`src/pu_pkt_pkg.sv`:
```
// Packet side definitions of the packet unit.
// Word width, buffer depth, egress port id width and the unit's states.

`default_nettype none

package pu_pkt_pkg;

    localparam int DATA_NBITS     = 32;
    localparam int PKT_DEPTH      = 8;
    localparam int WORD_IDX_NBITS = 3;
    localparam int LEN_NBITS      = 4;    // Counts 0 to 8 words.
    localparam int PORT_NBITS     = 4;

    // Receive, run the program, send.
    typedef enum logic [1:0] {
        ST_IDLE,
        ST_RECV,
        ST_RUN,
        ST_SEND
    } pu_state_e;

endpackage

`default_nettype wire

```
`src/pu_isa_pkg.sv`:
```
// Instruction set of the packet unit core.
// A 16-bit instruction holds a 4-bit opcode, two register selects
// and an 8-bit immediate.

`default_nettype none

package pu_isa_pkg;

    localparam int INST_NBITS    = 16;
    localparam int PROG_DEPTH    = 16;
    localparam int PC_NBITS      = 4;
    localparam int REG_NUM       = 4;
    localparam int REG_SEL_NBITS = 2;
    localparam int IMM_NBITS     = 8;
    localparam int SHAMT_NBITS   = 5;     // Shift amount in the low imm bits.

    localparam int OP_MSB  = 15;
    localparam int OP_LSB  = 12;
    localparam int RD_MSB  = 11;
    localparam int RD_LSB  = 10;
    localparam int RS_MSB  = 9;
    localparam int RS_LSB  = 8;
    localparam int IMM_MSB = 7;
    localparam int IMM_LSB = 0;

    typedef enum logic [3:0] {
        OP_NOP  = 4'd0,
        OP_LDW  = 4'd1,                   // rd = pkt[imm].
        OP_STW  = 4'd2,                   // pkt[imm] = rs.
        OP_ADDI = 4'd3,
        OP_XOR  = 4'd4,
        OP_SHL  = 4'd5,
        OP_PORT = 4'd6,                   // Egress port = imm.
        OP_HALT = 4'd15
    } pu_opcode_e;

endpackage

`default_nettype wire
```
`src/pu_top.sv`:
```
// Packet unit with one programmable core.
// Connects the decode, execute and result stages.

`timescale 1ns/100ps
`default_nettype none

module pu_top (
    input  wire                                   clk,
    input  wire                                   rst_n,

    input  wire                                   inst_wr,
    input  wire  [pu_isa_pkg::PC_NBITS-1:0]       inst_waddr,
    input  wire  [pu_isa_pkg::INST_NBITS-1:0]     inst_wdata,

    input  wire                                   pkt_valid,
    input  wire                                   pkt_sop,
    input  wire                                   pkt_eop,
    input  wire  [pu_pkt_pkg::DATA_NBITS-1:0]     pkt_data,

    output logic                                  em_valid,
    output logic                                  em_sop,
    output logic                                  em_eop,
    output logic [pu_pkt_pkg::PORT_NBITS-1:0]     em_port_id,
    output logic [pu_pkt_pkg::DATA_NBITS-1:0]     em_data,

    output logic                                  pu_busy
);

    import pu_isa_pkg::*;
    import pu_pkt_pkg::*;

    logic                      run_start;
    logic                      run_done;
    logic                      issue;
    pu_opcode_e                op;
    logic [REG_SEL_NBITS-1:0]  rd_sel;
    logic [REG_SEL_NBITS-1:0]  rs_sel;
    logic [IMM_NBITS-1:0]      imm;
    logic [WORD_IDX_NBITS-1:0] buf_rd_idx;
    logic [DATA_NBITS-1:0]     buf_rd_data;
    logic                      buf_wr;
    logic [WORD_IDX_NBITS-1:0] buf_wr_idx;
    logic [DATA_NBITS-1:0]     buf_wr_data;
    logic [PORT_NBITS-1:0]     port_id;

    pu_decode u_pu_decode (
        .clk        (clk),
        .rst_n      (rst_n),
        .inst_wr    (inst_wr),
        .inst_waddr (inst_waddr),
        .inst_wdata (inst_wdata),
        .run_start  (run_start),
        .issue      (issue),
        .op         (op),
        .rd_sel     (rd_sel),
        .rs_sel     (rs_sel),
        .imm        (imm),
        .run_done   (run_done)
    );

    pu_execute u_pu_execute (
        .clk         (clk),
        .rst_n       (rst_n),
        .run_start   (run_start),
        .issue       (issue),
        .op          (op),
        .rd_sel      (rd_sel),
        .rs_sel      (rs_sel),
        .imm         (imm),
        .buf_rd_idx  (buf_rd_idx),
        .buf_rd_data (buf_rd_data),
        .buf_wr      (buf_wr),
        .buf_wr_idx  (buf_wr_idx),
        .buf_wr_data (buf_wr_data),
        .port_id     (port_id)
    );

    pu_result u_pu_result (
        .clk         (clk),
        .rst_n       (rst_n),
        .pkt_valid   (pkt_valid),
        .pkt_sop     (pkt_sop),
        .pkt_eop     (pkt_eop),
        .pkt_data    (pkt_data),
        .run_done    (run_done),
        .buf_rd_idx  (buf_rd_idx),
        .buf_rd_data (buf_rd_data),
        .buf_wr      (buf_wr),
        .buf_wr_idx  (buf_wr_idx),
        .buf_wr_data (buf_wr_data),
        .port_id     (port_id),
        .run_start   (run_start),
        .pu_busy     (pu_busy),
        .em_valid    (em_valid),
        .em_sop      (em_sop),
        .em_eop      (em_eop),
        .em_port_id  (em_port_id),
        .em_data     (em_data)
    );

endmodule

`default_nettype wire

```
`src/pu_result.sv`:
```
// Result stage of the packet unit.
// Owns the packet buffer and the receive, run and send sequencing.
// Words are taken on a valid/sop/eop stream and sent out after the program halts.

`timescale 1ns/100ps
`default_nettype none

module pu_result (
    input  wire                                    clk,
    input  wire                                    rst_n,

    input  wire                                    pkt_valid,
    input  wire                                    pkt_sop,
    input  wire                                    pkt_eop,
    input  wire  [pu_pkt_pkg::DATA_NBITS-1:0]      pkt_data,

    input  wire                                    run_done,

    input  wire  [pu_pkt_pkg::WORD_IDX_NBITS-1:0]  buf_rd_idx,
    output logic [pu_pkt_pkg::DATA_NBITS-1:0]      buf_rd_data,
    input  wire                                    buf_wr,
    input  wire  [pu_pkt_pkg::WORD_IDX_NBITS-1:0]  buf_wr_idx,
    input  wire  [pu_pkt_pkg::DATA_NBITS-1:0]      buf_wr_data,
    input  wire  [pu_pkt_pkg::PORT_NBITS-1:0]      port_id,

    output logic                                   run_start,
    output logic                                   pu_busy,

    output logic                                   em_valid,
    output logic                                   em_sop,
    output logic                                   em_eop,
    output logic [pu_pkt_pkg::PORT_NBITS-1:0]      em_port_id,
    output logic [pu_pkt_pkg::DATA_NBITS-1:0]      em_data
);

    import pu_pkt_pkg::*;

    pu_state_e                 state;
    logic [DATA_NBITS-1:0]     pkt_buf [PKT_DEPTH];
    logic [LEN_NBITS-1:0]      len;
    logic [WORD_IDX_NBITS-1:0] send_idx;
    logic                      len_full;
    logic                      rx_open;
    logic                      sop_take;
    logic                      word_take;
    logic                      eop_take;
    logic                      em_last;

    assign rx_open   = (state == ST_IDLE) || (state == ST_RECV);
    assign sop_take  = pkt_valid && pkt_sop && rx_open;
    assign word_take = pkt_valid && !pkt_sop && (state == ST_RECV);
    assign eop_take  = (sop_take || word_take) && pkt_eop;
    assign len_full  = (len == LEN_NBITS'(PKT_DEPTH));         // Later words are dropped.

    // A new packet starts from an all-zero buffer.
    always_ff @(posedge clk) begin
        if (sop_take) begin
            for (int i = 0; i < PKT_DEPTH; i++) begin
                pkt_buf[i] <= '0;
            end
            pkt_buf[0] <= pkt_data;
        end else if (word_take && !len_full) begin
            pkt_buf[len[WORD_IDX_NBITS-1:0]] <= pkt_data;
        end else if (buf_wr) begin
            pkt_buf[buf_wr_idx] <= buf_wr_data;
        end
    end

    assign buf_rd_data = pkt_buf[buf_rd_idx];

    assign em_last = ((LEN_NBITS'(send_idx) + LEN_NBITS'(1)) == len);

    always_ff @(posedge clk) begin
        if (!rst_n) begin
            state     <= ST_IDLE;
            run_start <= 1'b0;
            len       <= '0;
            send_idx  <= '0;
        end else begin
            run_start <= eop_take;                              // One cycle after eop.
            if (sop_take) begin
                len <= LEN_NBITS'(1);
            end else if (word_take && !len_full) begin
                len <= len + LEN_NBITS'(1);
            end
            case (state)
                ST_IDLE, ST_RECV: begin
                    if (eop_take) begin
                        state <= ST_RUN;
                    end else if (sop_take) begin
                        state <= ST_RECV;
                    end
                end
                ST_RUN: begin
                    if (run_done) begin
                        state    <= ST_SEND;
                        send_idx <= '0;
                    end
                end
                ST_SEND: begin
                    send_idx <= send_idx + WORD_IDX_NBITS'(1);
                    if (em_last) begin
                        state <= ST_IDLE;
                    end
                end
                default: state <= ST_IDLE;
            endcase
        end
    end

    assign pu_busy = (state != ST_IDLE);

    // Egress, one word per cycle with no back-pressure.
    assign em_valid   = (state == ST_SEND);
    assign em_sop     = em_valid && (send_idx == '0);
    assign em_eop     = em_valid && em_last;
    assign em_data    = pkt_buf[send_idx];
    assign em_port_id = port_id;                                // Held by execute until next run.

    a_no_input_while_busy: assert property (
        @(posedge clk) disable iff (!rst_n)
        (state == ST_RUN || state == ST_SEND) |-> !pkt_valid
    ) else $error("packet input while the unit is busy");

    a_done_only_in_run: assert property (
        @(posedge clk) disable iff (!rst_n)
        run_done |-> state == ST_RUN
    ) else $error("run_done outside of a run");

endmodule

`default_nettype wire

```
`src/pu_execute.sv`:
```
// Execute stage of the packet unit core.
// Four 32-bit registers, the operation unit and the egress port register.
// Packet words are read and written through the result stage's buffer ports.

`timescale 1ns/100ps
`default_nettype none

module pu_execute (
    input  wire                                    clk,
    input  wire                                    rst_n,

    input  wire                                    run_start,
    input  wire                                    issue,
    input  wire pu_isa_pkg::pu_opcode_e            op,
    input  wire [pu_isa_pkg::REG_SEL_NBITS-1:0]    rd_sel,
    input  wire [pu_isa_pkg::REG_SEL_NBITS-1:0]    rs_sel,
    input  wire [pu_isa_pkg::IMM_NBITS-1:0]        imm,

    output logic [pu_pkt_pkg::WORD_IDX_NBITS-1:0]  buf_rd_idx,
    input  wire  [pu_pkt_pkg::DATA_NBITS-1:0]      buf_rd_data,
    output logic                                   buf_wr,
    output logic [pu_pkt_pkg::WORD_IDX_NBITS-1:0]  buf_wr_idx,
    output logic [pu_pkt_pkg::DATA_NBITS-1:0]      buf_wr_data,

    output logic [pu_pkt_pkg::PORT_NBITS-1:0]      port_id
);

    import pu_isa_pkg::*;
    import pu_pkt_pkg::*;

    logic [DATA_NBITS-1:0] regs [REG_NUM];
    logic [DATA_NBITS-1:0] rd_val;
    logic [DATA_NBITS-1:0] rs_val;
    logic                  reg_wr;
    logic [DATA_NBITS-1:0] reg_wdata;
    logic [PORT_NBITS-1:0] port_r;

    assign rd_val = regs[rd_sel];
    assign rs_val = regs[rs_sel];

    // Packet word index comes from the low imm bits for both LDW and STW.
    assign buf_rd_idx  = imm[WORD_IDX_NBITS-1:0];
    assign buf_wr_idx  = imm[WORD_IDX_NBITS-1:0];
    assign buf_wr_data = rs_val;
    assign buf_wr      = issue && (op == OP_STW);

    always_comb begin
        reg_wr    = 1'b0;
        reg_wdata = rs_val;
        if (issue) begin
            case (op)
                OP_LDW: begin
                    reg_wr    = 1'b1;
                    reg_wdata = buf_rd_data;
                end
                OP_ADDI: begin
                    reg_wr    = 1'b1;
                    reg_wdata = rs_val + DATA_NBITS'(imm);  // Wraps modulo 2^32.
                end
                OP_XOR: begin
                    reg_wr    = 1'b1;
                    reg_wdata = rd_val ^ rs_val;
                end
                OP_SHL: begin
                    reg_wr    = 1'b1;
                    reg_wdata = rs_val << imm[SHAMT_NBITS-1:0];
                end
                default: begin
                    reg_wr = 1'b0;                          // NOP, STW, PORT, HALT, unused.
                end
            endcase
        end
    end

    // Each run starts from clean registers.
    always_ff @(posedge clk) begin
        if (run_start) begin
            for (int i = 0; i < REG_NUM; i++) begin
                regs[i] <= '0;
            end
        end else if (reg_wr) begin
            regs[rd_sel] <= reg_wdata;
        end
    end

    always_ff @(posedge clk) begin
        if (!rst_n) begin
            port_r <= '0;
        end else if (run_start) begin
            port_r <= '0;
        end else if (issue && op == OP_PORT) begin
            port_r <= imm[PORT_NBITS-1:0];
        end
    end

    assign port_id = port_r;

    // Decode must not issue in the cycle the result stage restarts the run.
    a_no_issue_at_start: assert property (
        @(posedge clk) disable iff (!rst_n)
        issue |-> !run_start
    ) else $error("instruction issued in the cycle a run starts");

endmodule

`default_nettype wire

```
`src/pu_decode.sv`:
```
// Decode stage of the packet unit core.
// Holds the instruction memory and the program counter, issues one
// instruction per cycle from run_start until a halt or address 15.

`timescale 1ns/100ps
`default_nettype none

module pu_decode (
    input  wire                                   clk,
    input  wire                                   rst_n,

    input  wire                                   inst_wr,
    input  wire [pu_isa_pkg::PC_NBITS-1:0]        inst_waddr,
    input  wire [pu_isa_pkg::INST_NBITS-1:0]      inst_wdata,

    input  wire                                   run_start,

    output logic                                  issue,
    output pu_isa_pkg::pu_opcode_e                op,
    output logic [pu_isa_pkg::REG_SEL_NBITS-1:0]  rd_sel,
    output logic [pu_isa_pkg::REG_SEL_NBITS-1:0]  rs_sel,
    output logic [pu_isa_pkg::IMM_NBITS-1:0]      imm,
    output logic                                  run_done
);

    import pu_isa_pkg::*;

    logic [INST_NBITS-1:0] imem [PROG_DEPTH];
    logic [INST_NBITS-1:0] inst;
    logic [PC_NBITS-1:0]   pc;
    logic                  running;
    logic                  last_addr;

    // Host program load.
    always_ff @(posedge clk) begin
        if (inst_wr) begin
            imem[inst_waddr] <= inst_wdata;
        end
    end

    assign inst      = imem[pc];
    assign last_addr = (pc == PC_NBITS'(PROG_DEPTH - 1));

    assign issue  = running;
    assign op     = pu_opcode_e'(inst[OP_MSB:OP_LSB]);  // Unused codes pass as is.
    assign rd_sel = inst[RD_MSB:RD_LSB];
    assign rs_sel = inst[RS_MSB:RS_LSB];
    assign imm    = inst[IMM_MSB:IMM_LSB];

    // The halt itself still issues, as a no-op.
    assign run_done = running && (op == OP_HALT || last_addr);

    always_ff @(posedge clk) begin
        if (!rst_n) begin
            running <= 1'b0;
            pc      <= '0;
        end else if (run_start) begin
            running <= 1'b1;
            pc      <= '0;
        end else if (run_done) begin
            running <= 1'b0;
        end else if (running) begin
            pc <= pc + PC_NBITS'(1);
        end
    end

    // The program may not change under a running core.
    a_no_load_while_running: assert property (
        @(posedge clk) disable iff (!rst_n)
        running |-> !inst_wr
    ) else $error("instruction write while the program runs");

endmodule

`default_nettype wire

```
`config.mk`:
```
export PLATFORM = sky130hd
export DESIGN_NAME = pu_top
export DESIGN_NICKNAME = d
export VERILOG_FILES = /design/src/pu_pkt_pkg.sv /design/src/pu_isa_pkg.sv /design/src/pu_top.sv /design/src/pu_result.sv /design/src/pu_execute.sv /design/src/pu_decode.sv
export SDC_FILE = /design/constraint.sdc
export NUM_CORES = 1
export LEC_CHECK = 0
export BUFFER_PORTS_ARGS = -buffer_cell sky130_fd_sc_hd__buf_2
export CAP_MARGIN = 20
export CORE_ASPECT_RATIO = 0.7
export CORE_MARGIN = 2
export CORE_UTILIZATION = 63
export CTS_CLUSTER_SIZE = 12
export DETAILED_ROUTE_END_ITERATION = 6
export PLACE_DENSITY = 0.8
export SYNTH_ARGS = -nofsm -noshare
export SYNTH_HDL_FRONTEND = slang
export SYNTH_HIERARCHICAL = 1
export SYNTH_SLANG_ARGS = --single-unit
```
`constraint.sdc`:
```
create_clock -name clk -period 7.6 [get_ports clk]
set_input_delay 0.38 -clock clk [delete_from_list [all_inputs] [get_ports clk]]
set_output_delay 0.38 -clock clk [all_outputs]
set_load 0.02 [all_outputs]
```
== Word level (Yosys, flattened, before mapping) ==
Memories as Yosys holds them, arrays and structs flattened. A register that Yosys moved wholly into a read port is not among the register bits.
Cells that the tools add are included.

* Word-level logic and storage cells: 114
* Output and inout port bits: 40
* RAM bits: 640
* Register bits: 19
* Memories: 3
* Input port bits: 58

* Shift-type cells: 1
* Equal/unequal tests: 16
* Reduce and logical (&&, ||, !) cells: 32
* Mux-type cells: 45
* Add/subtract/negate cells: 5
* Bitwise operators: 4

{| class="wikitable"
|+ Memories
! name !! depth !! bits a word !! rd ports !! clocked after memory_dff !! write ports !! RTL line !! text
|-
| u_pu_decode.imem || 16 || 16 || 1 || 1 || 1 || pu_decode.sv:28 || <nowiki>logic [INST_NBITS-1:0] imem [PROG_DEPTH];</nowiki>
|-
| u_pu_result.pkt_buf || 8 || 32 || 2 || 1 || 8 || pu_result.sv:39 || <nowiki>logic [DATA_NBITS-1:0] pkt_buf [PKT_DEPTH];</nowiki>
|-
| u_pu_execute.regs || 4 || 32 || 2 || 0 || 4 || pu_execute.sv:31 || <nowiki>logic [DATA_NBITS-1:0] regs [REG_NUM];</nowiki>
|}

{| class="wikitable"
|+ Operators by type and width
! cell !! number
|-
| 32-bit 2-to-1 mux || 5
|-
| 32-bit case mux with 4 select lines || 1
|-
| 32-bit OR reduction || 3
|-
| 32-bit by 8-bit adder with 32-bit output || 1
|-
| 32-bit by 5-bit left shift with 32-bit output || 1
|-
| 32-bit XOR || 1
|-
| 1-bit 2-to-1 mux || 25
|-
| 3-bit 2-to-1 mux || 5
|-
| 4-bit by 3-bit == test with 1-bit output, second input constant || 3
|-
| 4-bit == test, second input constant || 3
|-
| 1-bit logical AND || 11
|-
| 2-bit 2-to-1 mux || 5
|-
| 4-bit by 1-bit adder with 4-bit output, second input constant || 2
|-
| 4-bit by 2-bit == test with 1-bit output, second input constant || 2
|-
| 4-bit 2-to-1 mux || 2
|-
| 2-bit nonzero test || 4
|-
| 2-bit case mux with 3 select lines || 1
|-
| 3-bit case mux with 2 select lines || 1
|-
| 2-bit OR reduction || 3
|-
| 3-bit by 1-bit adder with 4-bit output, second input constant || 1
|-
| 2-bit == test, second input constant || 2
|-
| 4-bit by 1-bit == test with 1-bit output, second input constant || 1
|-
| 4-bit == test || 1
|-
| 2-bit inequality test, second input constant || 2
|-
| other kinds (12) || 17
|}

== Longest topological paths before layout ==
* Depth after elaboration: 10
* Depth in mapped cells: 20
* Gate-level depth less buffers: 13

== Modules after synthesis ==
Netlist, hierarchy kept.

{| class="wikitable"
|+ Modules (own cells, without submodules)
! module !! cells each !! times used !! area an instance (um^2)
|-
| pu_result || 955 || 1 || 14169.8
|-
| pu_decode || 428 || 1 || 10100.9
|-
| pu_execute || 904 || 1 || 9970.8
|}

== Least setup slack after synthesis ==
No wires, ideal clock.

* Kind: reg-to-reg
* From: reg (tool-made name)
* To: mem u_pu_execute.regs[1][17] (data pin)
* Clock period less this slack: 5.421 ns
* Arrival: 5.156 ns
* Stages on the path, launching flop included: 19
* Path buffers: 7
* Path slack: 2.179 ns
* Cells stage by stage: dfxtp_1 buf_6 buf_6 buf_2 buf_2 mux4_2 mux4_2 buf_6 buf_12 buf_12 mux4_1 ha_1 a211oi_1 o21ai_0 a221oi_1 nor2_1 a221o_1 a21oi_1 nor2_1

{| class="wikitable"
|+ RTL lines
! what !! RTL line
|-
| to (decl) || pu_execute.sv:31
|}

==> metrics.md <==
| Metric | Value |
|---|---|
| Setup TNS | `0 ns` |
| Reg power frac | `0.520` |
| Relative slew slack | `0.205` |
| Maximum root-to-sink buffer count | `3` |
| Sw frac | `0.240` |
| Gate power share | `0.098` |
| Max layer used | `met5` |
| Most common cell after layout, fill and taps aside | `edfxtp_1` |
| Overall Global Routing Usage | `0.362` |
| Placed cells | `between 2k and 3k` |
| Buffers plus inverters on the worst setup path | `2` |
| Period minus WS final | `roughly 6.0 ns` |
| Mapped cell area | `about 34000 sq um` |
| R2r endpoint | `u_pu_execute/regs[0][12]` |
| WP data arrival | `~6.3 ns` |
| WL met2 | `between 40000 and 50000 um` |
| Worst reg2reg path depth | `13` |
| Initial antenna violation count | `4` |
| CTS tree | `yes` |
| Core box area | `roughly 54000 sq um` |
| Setup bufs post-CTS | `0` |
| CP max FO | `36` |
| Hold crit path type | `primary input to register` |
| Crit path cell chain | `buf_4 -> mux4_2 -> mux4_4 -> ha_1 -> inv_1 -> fa_1 -> nor2b_1 -> o31a_1 -> o211ai_1 -> o21a_1 -> nor2_1 -> a211oi_1 -> nor2_1` |
| Hold path depth | `3` |
| Maximum VDD drop | `0.272 mV` |
| Routability congestion estimate | `approximately 0.95` |
| Vias | `approximately 23k` |
| First-pass GRT wire length | `between 100000 and 150000 um` |
| Post-route antenna net violation count | `0` |
| H-tree levels | `3` |
| Worst Tran Pin Value | `approximately 1.2 ns` |
| Synthesis Warnings | `6` |
| Tcrit/Tclk final | `0.788` |
| Drc violations | `0` |
| Most frequent cells in the layout | `edfxtp_1, nor2_1, mux4_2, buf_2, mux2i_1` |
| Starting DRC count in detailed routing | `about 3.7k` |
| Core Util, Final | `0.695` |
| Worst hold start | `pkt_eop` |
| Yosys reg bits | `666` |
| Initial Util | `0.637` |
| DR pass1 iterations | `7` |
| Register area share after synthesis | `0.576` |
| Layout cell share with drive strength beyond 1 | `0.278` |
| Die height | `roughly 200 um` |
| Hold Vio Cnt, Final | `0` |
| Post-CTS resize count | `0` |
| Post-Syn Nets | `approximately 2.4k` |
| Total power | `~8 mW` |
| Vias in the first global route | `~22k` |
| # setup viols final | `0` |
| Max Freq | `~170 MHz` |
| Chip width | `283 um` |
| Total congestion overflow | `0` |
| Area leader, netlist | `edfxtp_1` |
| Largest net degree at the start of global routing | `67` |
| Final Non-Filler Cells | `slightly above 3k` |
| Final Max Tran Viols | `0` |
| Worst-path clk slew | `approximately 0.06 ns` |
| NetSw | `between 1.5 and 2 mW` |
| RSZ-0062 raised after global routing | `no` |
| DRT Wirelength | `about 99000 um` |
| Synth-to-Final Area Change | `9.12%` |
| Vias per inst | `between 7 and 8` |
| Rows | `71` |
| Placed cell areas | `~35000 sq um` |
| Finished Cell Area | `roughly 37000 sq um` |
| Reg-to-reg setup timing slack | `between 1.5 and 2 ns` |
| Post-Syn Instances | `~2.3k` |
| Final Net Count | `between 2k and 2.5k` |
| Hold Crit Endpoint | `u_pu_result/run_start` |
| Syn_area_per_cell | `about 15 sq um` |
| Leak | `12.8 nW` |
| # port buffers | `between 90 and 100` |
| Clock power frac | `0.382` |
| Ys flop type | `edfxtp_1` |
| Worst-Skew Late Latency | `0.63 ns` |
| Req. time, crit path | `~7.9 ns` |
| Element type at the critical path end | `register` |
| Max-Cap Viols | `0` |
| WP depth | `13` |
| Power Dens Cells | `roughly 210 nW/um^2` |
| Area of the die | `56300 sq um` |
| WL met3 | `between 15000 and 20000 um` |
| Routed wire per std cell | `~32 um` |
| Clock Sinks | `666` |
| Slowest CP cell | `mux4_4` |
| Yosys top cell area share | `0.561` |
| CP Class | `register to register` |
| Outcome | `finished clean` |
| EDFF count, synth | `640` |
| Skew final | `about 0.037 ns` |
| Top cells by area, synth | `edfxtp_1, mux4_2, nor2_1` |
| Library cells used by synthesis | `97` |
| Crit path max-delay family | `compound AO/OA/AOI/OAI gates` |
| Hold-fix buffers, CTS | `0` |
| Met1 Wirelength | `approximately 38000 um` |
| Number of top-level pins | `98` |
| Pint | `around 6 mW` |
| Element type at the critical path start | `register` |
| HPWL after detailed placement | `~64000 um` |
| Post-synth ARST share | `0` |
| CP peak stage delay | `just under 1 ns` |
| Clock root cell | `clkbuf_16` |
| CP dominant cell by count | `nor2_1` |
| Total CTS buffers | `68` |
-- Yosys cell counts (all sizes together) (16+ instances only) --
library cell / n
a21oi: 35
a22oi: 19
mux2i: 91
nor3: 19
mux4: 285
edfxtp: 640
nand3: 37
mux2: 89
dfxtp: 26
clkbuf: 94
xnor2: 25
a211oi: 16
nor2: 412
o21ai: 37
inv: 56
buf: 86
nand2: 90
xor2: 28
-- stage by stage --
step,hold slack (ns),setup slack [ns]
3_3_place_gp,0.479,1.85
4_1_cts,0.0579,1.67
6_report,0.0794,1.61
5_1_grt,0.0814,1.45
2_1_floorplan,0.462,2.18
3_5_place_dp,0.505,1.79
-- cells by family (layout without fill, tap and decap cells) --
kind of cell	Yosys count	count (layout)	synth area share
multiplexers	465	465	0.245
adder cells (fa/ha/maj)	15	15	0.00570
flip-flops	666	666	0.576
other	0	4	0
buffers and inverters	236	321	0.0311
AO/OA/AOI/OAI	204	204	0.0446
AND/OR/NAND/NOR	648	648	0.0835
XOR/XNOR	53	53	0.0136
-- layout make-up --
class / instances / area, sq um
multi-input cells: 1385 / 13500
inverters: 56 / 210
well taps: 730 / 913
diodes: 4 / 10.0
flip-flops and latches: 666 / 19800
fillers: 3455 / 16400
clock inverters: 12 / 131
clock buffers: 95 / 1830
repair buffers: 158 / 981
-- registers in the layout, indices dropped and copies added, names as in the netlist, named ones only --
name and flops:
u_pu_result/pkt_buf 256, u_pu_execute/port_id 4, u_pu_result/send_idx 3, u_pu_decode/imem 256, u_pu_result/run_start 1, u_pu_execute/regs 128, u_pu_result/state 2, u_pu_decode/pc 4
u_pu_decode/issue 1, u_pu_result/len 4
-- worst register-to-register path: cells and delay by family (launching register included) --
kind,cells,cell delay (ns)
adders and majority gates,2,0.66
AOI/OAI and AO/OA,4,1.81
buffers and inverters,2,0.52
muxes,2,1.55
and+or+nand+nor,3,0.35
DFF,1,0.79
-- power by group through the flow --
stage | logic, mW | clock network, mW | registers (mW)
3_3_place_gp | 0.739 | 0 | 4.23
3_5_place_dp | 0.751 | 0 | 4.25
6_report | 0.786 | 3.06 | 4.18
5_1_grt | 0.817 | 3.22 | 4.18
2_1_floorplan | 0.502 | 0 | 4.22
4_1_cts | 0.756 | 3.09 | 4.17
-- layer usage --
metal / GRT usage / up-vias
li1: - / 9049
met1: 0.534 / 11514
met2: 0.521 / 1890
met3: 0.122 / 214
met4: 0.0948 / 2
met5: 0 / -
-- how the worst max path moves through the flow --
| stage | startpoint | to | slack [ns] |
|---|---|---|---|
| 3_5_place_dp | register | u_pu_execute/regs[2][11] | 1.79 |
| 2_1_floorplan | register | u_pu_execute/regs[1][17] | 2.18 |
| 6_report | register | u_pu_execute/regs[0][12] | 1.61 |
| 4_1_cts | register | u_pu_execute/regs[0][12] | 1.67 |
| 5_1_grt | register | u_pu_execute/regs[1][17] | 1.45 |
| 3_3_place_gp | register | u_pu_execute/regs[1][11] | 1.85 |
(Power assumes the default switching activity.)
